## src/common/alu_pkg.sv

```systemverilog
// shared types for the 8-bit handshaked ALU; struct widths follow DATA_W, not module parameters
`default_nettype none

package alu_pkg;

    // operand width, power of two
    localparam int DATA_W = 8;

    typedef enum logic [1:0] {
        OP_ADD = 2'd0,
        OP_SUB = 2'd1,
        OP_NEG = 2'd2,
        OP_CMP = 2'd3
    } opcode_e;

    typedef enum logic [1:0] {
        DS_IDLE   = 2'd0,
        DS_ISSUED = 2'd1,
        DS_WAIT   = 2'd2
    } dec_state_e;

    typedef struct packed {
        opcode_e             opcode;
        logic [DATA_W-1:0]   a;
        logic [DATA_W-1:0]   b;
    } alu_req_t;

    // adder operands plus what the result mux needs
    typedef struct packed {
        logic [DATA_W-1:0]   x;
        logic [DATA_W-1:0]   y;
        logic                carry_in;
        logic                pass_a;
        logic [DATA_W-1:0]   a;
    } micro_op_t;

    typedef struct packed {
        logic c;
        logic z;
        logic n;
        logic v;
    } flags_t;

    typedef struct packed {
        logic [DATA_W-1:0]   result;
        flags_t              flags;
    } alu_resp_t;

endpackage

`default_nettype wire

```

## src/prefix_adder/kogge_stone_adder.sv

```systemverilog
// WIDTH must be a power of two and at least 2; purely combinational, no pipelining
`timescale 1ns/100ps
`default_nettype none

module kogge_stone_adder #(
    parameter int WIDTH = 8
) (
    input  wire logic [WIDTH-1:0] x,
    input  wire logic [WIDTH-1:0] y,
    input  wire logic             carry_in,
    output logic      [WIDTH-1:0] sum,
    output logic                  carry_out,
    output logic                  carry_msb
);

    localparam int LEVELS = $clog2(WIDTH);

    logic [WIDTH-1:0] p;
    logic [WIDTH-1:0] g;

    // group generate / propagate per prefix level
    logic [WIDTH-1:0] gg [0:LEVELS];
    logic [WIDTH-1:0] pp [0:LEVELS];

    assign p = x ^ y;
    assign g = x & y;

    // carry-in folded into bit 0 so the tree needs no extra stage
    assign gg[0] = {g[WIDTH-1:1], g[0] | (p[0] & carry_in)};
    assign pp[0] = p;

    genvar lvl;
    genvar i;
    generate
        for (lvl = 0; lvl < LEVELS; lvl++) begin : g_level
            localparam int DIST = 1 << lvl;
            for (i = 0; i < WIDTH; i++) begin : g_bit
                if (i >= DIST) begin : g_combine
                    assign gg[lvl+1][i] = gg[lvl][i] | (pp[lvl][i] & gg[lvl][i-DIST]);
                    assign pp[lvl+1][i] = pp[lvl][i] & pp[lvl][i-DIST];
                end else begin : g_pass
                    assign gg[lvl+1][i] = gg[lvl][i];
                    assign pp[lvl+1][i] = pp[lvl][i];
                end
            end
        end
    endgenerate

    // gg[LEVELS][i] is the carry out of bit i
    assign sum       = p ^ {gg[LEVELS][WIDTH-2:0], carry_in};
    assign carry_out = gg[LEVELS][WIDTH-1];
    assign carry_msb = gg[LEVELS][WIDTH-2];

endmodule

`default_nettype wire

```

## src/source/op_decode.sv

```systemverilog
// one request per four-phase handshake; request must stay stable while req is high
`timescale 1ns/100ps
`default_nettype none

module op_decode (
    input  wire logic                clk,
    input  wire logic                rst_n,
    input  wire logic                req,
    input  wire alu_pkg::alu_req_t   request,
    input  wire logic                release_pulse,
    output alu_pkg::micro_op_t       uop,
    output logic                     uop_valid
);

    alu_pkg::dec_state_e state;
    alu_pkg::micro_op_t  uop_d;
    logic                accept;

    assign accept = (state == alu_pkg::DS_IDLE) && req;

    // opcode to adder operands
    always_comb begin
        uop_d          = '0;
        uop_d.a        = request.a;
        uop_d.x        = request.a;
        uop_d.y        = ~request.b;
        uop_d.carry_in = 1'b1;
        case (request.opcode)
            alu_pkg::OP_ADD: begin
                uop_d.y        = request.b;
                uop_d.carry_in = 1'b0;
            end
            alu_pkg::OP_NEG: begin
                uop_d.x = '0;
            end
            alu_pkg::OP_CMP: begin
                uop_d.pass_a = 1'b1;
            end
            default: begin
            end
        endcase
    end

    always_ff @(posedge clk or negedge rst_n) begin
        if (!rst_n) begin
            state     <= alu_pkg::DS_IDLE;
            uop_valid <= 1'b0;
        end else begin
            uop_valid <= accept;
            case (state)
                alu_pkg::DS_IDLE:   if (req) state <= alu_pkg::DS_ISSUED;
                alu_pkg::DS_ISSUED: state <= alu_pkg::DS_WAIT;
                alu_pkg::DS_WAIT:   if (release_pulse) state <= alu_pkg::DS_IDLE;
                default:            state <= alu_pkg::DS_IDLE;
            endcase
        end
    end

    always_ff @(posedge clk) begin
        if (accept) begin
            uop <= uop_d;
        end
    end

    // a release outside DS_WAIT would be lost
    a_release_in_wait: assert property (@(posedge clk) disable iff (!rst_n)
        release_pulse |-> (state == alu_pkg::DS_WAIT));

endmodule

`default_nettype wire

```

## src/source/alu_execute.sv

```systemverilog
// WIDTH must equal alu_pkg::DATA_W; result and flags registered, one cycle latency
`timescale 1ns/100ps
`default_nettype none

module alu_execute #(
    parameter int WIDTH = 8
) (
    input  wire logic                clk,
    input  wire logic                rst_n,
    input  wire alu_pkg::micro_op_t  uop,
    input  wire logic                uop_valid,
    output alu_pkg::alu_resp_t       resp,
    output logic                     resp_valid
);

    logic [WIDTH-1:0]   sum;
    logic               carry_out;
    logic               carry_msb;
    alu_pkg::alu_resp_t resp_d;

    generate
        if (WIDTH != alu_pkg::DATA_W) begin : g_width_check
            $error("alu_execute WIDTH must match alu_pkg::DATA_W");
        end
    endgenerate

    kogge_stone_adder #(
        .WIDTH(WIDTH)
    ) u_adder (
        .x         (uop.x),
        .y         (uop.y),
        .carry_in  (uop.carry_in),
        .sum       (sum),
        .carry_out (carry_out),
        .carry_msb (carry_msb)
    );

    // flags always come from the adder, compare only swaps the result
    always_comb begin
        resp_d.result  = uop.pass_a ? uop.a : sum;
        resp_d.flags.c = carry_out;
        resp_d.flags.z = (sum == '0);
        resp_d.flags.n = sum[WIDTH-1];
        resp_d.flags.v = carry_msb ^ carry_out;
    end

    always_ff @(posedge clk or negedge rst_n) begin
        if (!rst_n) begin
            resp_valid <= 1'b0;
        end else begin
            resp_valid <= uop_valid;
        end
    end

    always_ff @(posedge clk) begin
        if (uop_valid) begin
            resp <= resp_d;
        end
    end

    // decoder issues one single-cycle pulse per request
    a_valid_pulse: assert property (@(posedge clk) disable iff (!rst_n)
        uop_valid |=> !uop_valid);

endmodule

`default_nettype wire

```

## src/source/result_stage.sv

```systemverilog
// holds the response for the requester; ack drops only after req is seen low
`timescale 1ns/100ps
`default_nettype none

module result_stage (
    input  wire logic                clk,
    input  wire logic                rst_n,
    input  wire logic                req,
    input  wire alu_pkg::alu_resp_t  resp_in,
    input  wire logic                resp_valid,
    output alu_pkg::alu_resp_t       resp,
    output logic                     ack,
    output logic                     release_pulse
);

    logic ack_done;

    // requester has let go of its side
    assign ack_done = ack && !req;

    always_ff @(posedge clk or negedge rst_n) begin
        if (!rst_n) begin
            resp          <= '0;
            ack           <= 1'b0;
            release_pulse <= 1'b0;
        end else begin
            release_pulse <= 1'b0;
            if (resp_valid) begin
                resp <= resp_in;
                ack  <= 1'b1;
            end else if (ack_done) begin
                ack           <= 1'b0;
                release_pulse <= 1'b1;
            end
        end
    end

    a_ack_needs_req: assert property (@(posedge clk) disable iff (!rst_n)
        $rose(ack) |-> $past(req));

    a_resp_stable: assert property (@(posedge clk) disable iff (!rst_n)
        (ack && $past(ack)) |-> $stable(resp));

    // second transfer must not overlap the first
    a_no_valid_during_ack: assert property (@(posedge clk) disable iff (!rst_n)
        ack |-> !resp_valid);

endmodule

`default_nettype wire

```

## src/source/alu_top.sv

```systemverilog
// single outstanding request; four-phase req/ack, response valid while ack is high
`timescale 1ns/100ps
`default_nettype none

module alu_top (
    input  wire logic                clk,
    input  wire logic                rst_n,
    input  wire logic                req,
    input  wire alu_pkg::alu_req_t   request,
    output logic                     ack,
    output alu_pkg::alu_resp_t       response
);

    alu_pkg::micro_op_t uop;
    logic               uop_valid;
    alu_pkg::alu_resp_t exec_resp;
    logic               exec_valid;
    logic               release_pulse;

    op_decode u_decode (
        .clk           (clk),
        .rst_n         (rst_n),
        .req           (req),
        .request       (request),
        .release_pulse (release_pulse),
        .uop           (uop),
        .uop_valid     (uop_valid)
    );

    alu_execute #(
        .WIDTH(alu_pkg::DATA_W)
    ) u_execute (
        .clk        (clk),
        .rst_n      (rst_n),
        .uop        (uop),
        .uop_valid  (uop_valid),
        .resp       (exec_resp),
        .resp_valid (exec_valid)
    );

    result_stage u_result (
        .clk           (clk),
        .rst_n         (rst_n),
        .req           (req),
        .resp_in       (exec_resp),
        .resp_valid    (exec_valid),
        .resp          (response),
        .ack           (ack),
        .release_pulse (release_pulse)
    );

endmodule

`default_nettype wire

```

## config.mk

```make
export PLATFORM = sky130hd
export DESIGN_NAME = alu_top
export DESIGN_NICKNAME = d
export VERILOG_FILES = /design/src/common/alu_pkg.sv /design/src/prefix_adder/kogge_stone_adder.sv /design/src/source/op_decode.sv /design/src/source/alu_execute.sv /design/src/source/result_stage.sv /design/src/source/alu_top.sv
export SDC_FILE = /design/constraint.sdc
export NUM_CORES = 1
export LEC_CHECK = 0
export CAP_MARGIN = 20
export CORE_MARGIN = 4
export CORE_UTILIZATION = 59
export CTS_BUF_LIST = sky130_fd_sc_hd__clkbuf_4
export DETAILED_ROUTE_END_ITERATION = 7
export DONT_BUFFER_PORTS = 1
export GPL_TIMING_DRIVEN = 0
export PLACE_DENSITY = 0.82
export SLEW_MARGIN = 0
export SYNTH_ARGS = -nofsm -noshare
export SYNTH_HDL_FRONTEND = slang
export SYNTH_SLANG_ARGS = --single-unit
```

## constraint.sdc

```tcl
create_clock -name clk -period 3.1 [get_ports clk]
set_clock_uncertainty 0.05 [all_clocks]
set_input_delay 0.62 -clock clk [delete_from_list [all_inputs] [get_ports clk]]
set_output_delay 0.62 -clock clk [all_outputs]
set_load 0.02 [all_outputs]
```

==> flow_summary.toml, run 1 <==
[synth]
synth-simple-area-share_pct = 8.20
syn_area_per_cell_um2 = 14.8
synth_top_area_share_pct = 47.6
synth-xor-area-share_pct = 5.12
synth.distinct_cells = 32
ys_warn_count = 0
synthesis.area_um2 = 2390
yosys.area.top_type = "edfxtp_1"
synth_edf_count = 38
synth.net_count = 192
synth_top_family_by_area = "simple AND/OR/NAND/NOR gates"
synth_compound_area_share_pct = 6.32
muxShareOfSynthArea_pct = 7.00
synthFlopType = "edfxtp_1"
ys_seq_area_share_pct = 66.5
ys_top_cells_by_area = "edfxtp_1, dfrtp_1, mux2_1"
async_reset_ff_share_pct = 32.1
synth_adder_area_share_pct = 5.33
synth_cells = 162
ys_ff_latch = 56

[setup_path]
crit_type = "flip-flop to flip-flop"
worstPathCellList = "inv_1, fa_1, inv_1, fa_1, a211oi_2, o21bai_1, a2111oi_1, a21oi_1, xor2_1"
slowest_stage = "fa_1"
cp.arrival_ns = 2.70
slowest_delay_ns = 0.47
cp.required_ns = 3.18
critPathTopFamily = "compound AO/OA/AOI/OAI gates"
worstSetupStartpointType = "flip-flop"
crit_path_end_kind = "flip-flop"
crit_fanout = 2
cp_num_buf_inv = 2

[timing]
slew_headroom_pct = 48.0
min_period_ns = 2.62
fmax_mhz = 382
worst_slew_pin_slew_ns = 0.778
hold_viol_final = 0
rsz0062_at_grt = "false"
setup_viol = 0
fin_crit_sh_pct = 84.4
fin_tns_setup_ns = 0
layout_setup_ws_ns = 0.483
finalMaxSlewViolations = 0

[clock_network]
clock_sinks = 56
cts.repair.resized = 0
clk_latency_ns = 0.36
cts-root-buf = "clkbuf_4"
ctsHoldBuffers = 1
htree_num_levels = 2
clk_path_buf_depth = 2
postCtsSetupBuffers = 0
clk_pin_slew_ns = 0.15
cts_buffers = 5
cts_tree = "yes"

[place]
post-place-ws_ns = 0.472
port-buffer-count = 0
hpwl_um = 2670
globalplace.congestion = 0.880

[route]
drt-wirelength-per-cell_um = 15.7
drc = 0
drtIter0Drc = 62
via_count = 1232
drt_first_pass_iters = 4
route.antenna.remaining_nets = 0
vias_per_cell = 5.60
wl_um = 3450

[global_routing]
grt_pass1_vias = 1320
track_usage_pct = 15.2
grt_pass1_wl_um = 6020
overflow = 0
grt_max_degree = 24
grt_antenna_before_repair = 0

[cells_and_area]
drive_above_1_share_pct = 11.0
n_antenna_cell = 0
syn_to_final_growth_pct = 6.37
nets = 201

[pwr]
ir_drop_uv = 414
p_leak_nw = 0.964
powerDensity_nw_per_um2 = 843
power_mw = 2.15

[worst_hold_path]
hold_path.class = "primary input to flip-flop"

[floorplanning]
dieArea_um2 = 5140
start_util_pct = 63.0
coreArea_um2 = 3800
fp.dieW_um = 71.7
design.portCount = 34
rows = 22
die_h_um = 71.7

[status]
outcome = "finished clean"

[flow_run]
drv_cap = 0
registers in the layout, summed over array words and instances (netlist names):
register,count
u_result.release_pulse,1
u_decode.uop,26
u_result.resp,12
u_decode.state,2
u_execute.resp_valid,1
u_execute.resp,12
u_result.ack,1
u_decode.uop_valid,1
logic make-up after synthesis:
group | after synthesis
DFF | 56
xor gates and xnor gates | 14
muxes | 15
and+or+nand+nor | 36
adders and majority gates | 9
buffers and inverters | 10
AOI/OAI and AO/OA | 22
through the flow:
stage,instances,hold slack [ns],utilization [%],cell area [um^2]
after global placement,210,0.275,64.8,2460
after floorplan,162,0.274,-,2400
after global routing,220,0.225,67.1,2550
after detailed placement,211,0.275,65.3,2480
after CTS,220,0.238,67.1,2550
final,220,0.251,67.1,2550
synth_stat cells, drive strengths merged, types with 2 or more instances:
library cell and instances:
dfrtp 18, o21ai 10, mux2 14, edfxtp 38
nor3b 4, fa 2, xnor2 10, a21oi 4
a21o 2, nand2 10, clkbuf 2, and2 9
nand2b 3, xor2 4, nor2 6, inv 8
ha 7, a211oi 3
metal layers:
layer	vias to the layer above	wire length (um)	track usage (%)
li1	599	-	-
met1	592	1500	18.9
met2	36	1670	24.7
met3	5	226	5.75
met4	0	46	4.80
met5	-	0	0
cell usage in the layout, fill, tap and decap left out, drive strengths merged, types with 2 or more instances in the layout:
cell type and count:
edfxtp 38, and2 9, clkbuf 8, xnor2 10
a21o 2, dfrtp 18, o21ai 10, nand2b 3
inv 9, a21oi 4, a211oi 3, nor3b 4
mux2 14, fa 2, xor2 4, nor2 6
ha 7, nand2 10
path summary, 6_finish.rpt:
path / startpoint / endpoint / slack (ns) / cells after the start
setup / recovery: u_decode.uop[10]$_DFFE_PP_ / u_execute.resp[0]$_DFFE_PP_ / 0.48 / 9
hold / removal: req / u_result.release_pulse$_DFF_PN0_ / 0.25 / 1
setup reg to reg: u_decode.uop[10]$_DFFE_PP_ / u_execute.resp[0]$_DFFE_PP_ / 0.48 / 9
hold reg to reg: u_execute.resp[6]$_DFFE_PP_ / u_result.resp[6]$_DFFE_PN0P_ / 0.43 / 1
max in group asynchronous: rst_n / u_decode.uop_valid$_DFF_PN0_ / 1.81 / 1
min in group asynchronous: rst_n / u_result.resp[10]$_DFFE_PN0P_ / 0.71 / 1
final cells by class:
cell class | instances | area (um^2)
buffer | 2 | 7.51
timing repair buffer | 2 | 25.0
inverter | 8 | 30.0
multi-input combinational | 96 | 777
sequential | 56 | 1590
fill | 265 | 1250
clock buffer | 6 | 45.0
clock inverter | 2 | 11.3
tap | 48 | 60.1
power by group:
group / switching, mW / total (mW) / internal (mW)
Sequential: 0.236 / 1.31 / 1.07
Clock: 0.203 / 0.301 / 0.0976
Combinational: 0.289 / 0.539 / 0.250
worst register-to-register path: stages, from the launching register on:
cell and delay [ns]:
edfxtp_1 0.39, inv_1 0.09, fa_1 0.20, inv_1 0.07, fa_1 0.47, a211oi_2 0.28
o21bai_1 0.15, a2111oi_1 0.44, a21oi_1 0.11, xor2_1 0.16
No activity file was read; power rests on OpenSTA's default activity.
==> run 2, diff against run 1 <==
--- a/config.mk
+++ b/config.mk
@@ -7,12 +7,12 @@
 export LEC_CHECK = 0
 export CAP_MARGIN = 20
 export CORE_MARGIN = 4
-export CORE_UTILIZATION = 59
+export CORE_UTILIZATION = 60
 export CTS_BUF_LIST = sky130_fd_sc_hd__clkbuf_4
 export DETAILED_ROUTE_END_ITERATION = 7
 export DONT_BUFFER_PORTS = 1
 export GPL_TIMING_DRIVEN = 0
-export PLACE_DENSITY = 0.82
+export PLACE_DENSITY = 0.8
 export SLEW_MARGIN = 0
 export SYNTH_ARGS = -nofsm -noshare
 export SYNTH_HDL_FRONTEND = slang
==> constraint.sdc (replaced) <==
create_clock -name clk -period 2.7 [get_ports clk]
set_clock_uncertainty 0.05 [all_clocks]
set_input_delay 0.54 -clock clk [delete_from_list [all_inputs] [get_ports clk]]
set_output_delay 0.54 -clock clk [all_outputs]
set_load 0.02 [all_outputs]
==> run 2 against run 1 <==
Effect of this change:
- hold slack worse by 0.072 ns
- final cell count unchanged
- sequential cell count unchanged
- wire length rose by 6.6%
- via count hardly changed
- sequential share of layout area down 0.67 points
- count of clock-buffer cells in the layout is 1 lower
- largest power group unchanged
- maximum frequency rose by 2.4%
- first-iteration DRC count down 21%
- total power increased by 19%
- global-route usage up 0.50 points
- register-to-register slack worse by 0.34 ns
==> flow_summary.toml, run 2 (synthesized netlist as in run 1, its figures left out) <==
[status]
outcome = "finished clean"

[route]
drt-wirelength-per-cell_um = 16.7
drc = 0
route.antenna.remaining_nets = 0
vias_per_cell = 5.60
via_count = 1233
drt_first_pass_iters = 4
drtIter0Drc = 49
wl_um = 3680

[setup_path]
cp.required_ns = 2.77
cp.arrival_ns = 2.63
worstPathCellList = "inv_1, fa_1, inv_1, fa_1, a211oi_2, o21bai_2, a2111oi_2, a21oi_1, xor2_1"
slowest_stage = "fa_1"
reg2reg_slack_ns = 0.14
crit_path_end_kind = "flip-flop"
worstSetupStartpointType = "flip-flop"
reg2reg_depth = 9
crit_type = "flip-flop to flip-flop"
crit_fanout = 2
slowest_delay_ns = 0.47
critical_path.reg2reg.endpoint = "u_execute.resp[0]$_DFFE_PP_"
rr_startpoint = "u_decode.uop[10]$_DFFE_PP_"

[worst_hold_path]
worstHoldEndpoint = "u_result.release_pulse$_DFF_PN0_"
whs_path_depth = 1
hp-start = "req"
hold_path.class = "primary input to flip-flop"

[pwr]
powerDensity_nw_per_um2 = 994
ir_drop_uv = 429
p_leak_nw = 0.974

[cells_and_area]
nets = 201
largest_reg_flops = 26
layout_common_cells = "edfxtp_1, dfrtp_1, nand2_1, xnor2_1, mux2_1"
multi_input_area_um2 = 786
final-seq-area_um2 = 1590
drive_above_1_share_pct = 11.0
final_common_cell = "edfxtp_1"
n_antenna_cell = 0
fillers = 269
syn_to_final_growth_pct = 7.52
reg.largest.list = "u_decode.uop (26), u_execute.resp (12), u_result.resp (12)"
largest_register = "u_decode.uop"

[timing]
timing.hold.ws_ns = 0.179
setup_viol = 0
layout_setup_ws_ns = 0.144
hold_viol_final = 0
finalMaxSlewViolations = 0
min_period_ns = 2.56
fin_tns_setup_ns = 0
worst_slew_pin_slew_ns = 0.777
rsz0062_at_grt = "false"
fmax_mhz = 391
fin_crit_sh_pct = 94.7
slew_headroom_pct = 48.0

[floorplanning]
fp.dieW_um = 71.2
design.portCount = 34
rows = 22
dieArea_um2 = 5070
coreArea_um2 = 3770
die_h_um = 71.2
start_util_pct = 63.5

[flow_run]
drv_cap = 0

[global_routing]
track_usage_pct = 15.7
grt_pass1_vias = 1352
grt_antenna_before_repair = 0
grt_max_degree = 24
overflow = 0
grt_pass1_wl_um = 6050

[clock_network]
postCtsSetupBuffers = 0
cts_tree = "yes"
clk_path_buf_depth = 2
clk_latency_ns = 0.36
htree_num_levels = 2
clk_pin_slew_ns = 0.14
cts_buffers = 5
cts-root-buf = "clkbuf_4"
clock_sinks = 56

[place]
post-place-ws_ns = 0.107
port-buffer-count = 0
hpwl_um = 2790
globalplace.congestion = 0.873
run 2: what timing repair did:
action | in CTS | in global routing
hold buffers | 1 | 0
setup endpoints to repair | 0 | 1
gates resized for setup | 0 | 2
endpoints found under the hold margin | 18 | 0
run 2: final cells by class:
type / count / area share [%]
Buffer: 2 / 0.292
Clock buffer: 5 / 1.46
Clock inverter: 3 / 1.46
Inverter: 8 / 1.17
Multi-Input combinational cell: 96 / 30.5
Sequential cell: 56 / 61.8
Tap cell: 48 / 2.33
Timing Repair Buffer: 2 / 0.972
run 2: stage by stage:
| stage | cells | area [um^2] | power (mW) | util, % |
|---|---|---|---|---|
| global route | 220 | 2570 | 2.72 | 68.3 |
| finish | 220 | 2570 | 2.56 | 68.3 |
| floorplan | 162 | 2400 | 1.97 | - |
| detailed placement | 211 | 2480 | 2.16 | 65.8 |
| CTS | 220 | 2570 | 2.58 | 68.0 |
| global placement | 210 | 2460 | 2.07 | 65.2 |
run 2: layer usage:
| layer | vias to the layer above | share of wire, % | track usage (%) |
|---|---|---|---|
| li1 | 596 | - | - |
| met1 | 590 | 40 | 17.2 |
| met2 | 43 | 53 | 28.6 |
| met3 | 4 | 5.8 | 4.69 |
| met4 | 0 | 1.3 | 5.64 |
| met5 | - | 0 | 0 |
run 2: critical path, delay by kind of cell (launching register included):
kind	cells	cell delay [ns]
adders and majority gates	2	0.66
AOI/OAI and AO/OA	4	0.89
DFF	1	0.40
xor gates and xnor gates	1	0.16
buffers and inverters	2	0.17
run 2: report_power, final:
group	internal, mW	total, mW	switching (mW)	leakage [nW]
clock	0.189	0.419	0.229	0.0403
sequential	1.23	1.51	0.279	0.576
combinational	0.293	0.634	0.341	0.358
run 2: worst max path at each step:
stage,start,end,slack (ns),cells after the start
floorplan,u_decode.uop[10]$_DFFE_PP_,u_execute.resp[0]$_DFFE_PP_,0.32,9
global placement,u_decode.uop[10]$_DFFE_PP_,u_execute.resp[0]$_DFFE_PP_,0.17,9
detailed placement,u_decode.uop[10]$_DFFE_PP_,u_execute.resp[0]$_DFFE_PP_,0.11,9
CTS,u_decode.uop[10]$_DFFE_PP_,u_execute.resp[0]$_DFFE_PP_,0.08,9
global route,u_decode.uop[10]$_DFFE_PP_,u_execute.resp[0]$_DFFE_PP_,0.007,9
finish,u_decode.uop[10]$_DFFE_PP_,u_execute.resp[0]$_DFFE_PP_,0.14,9
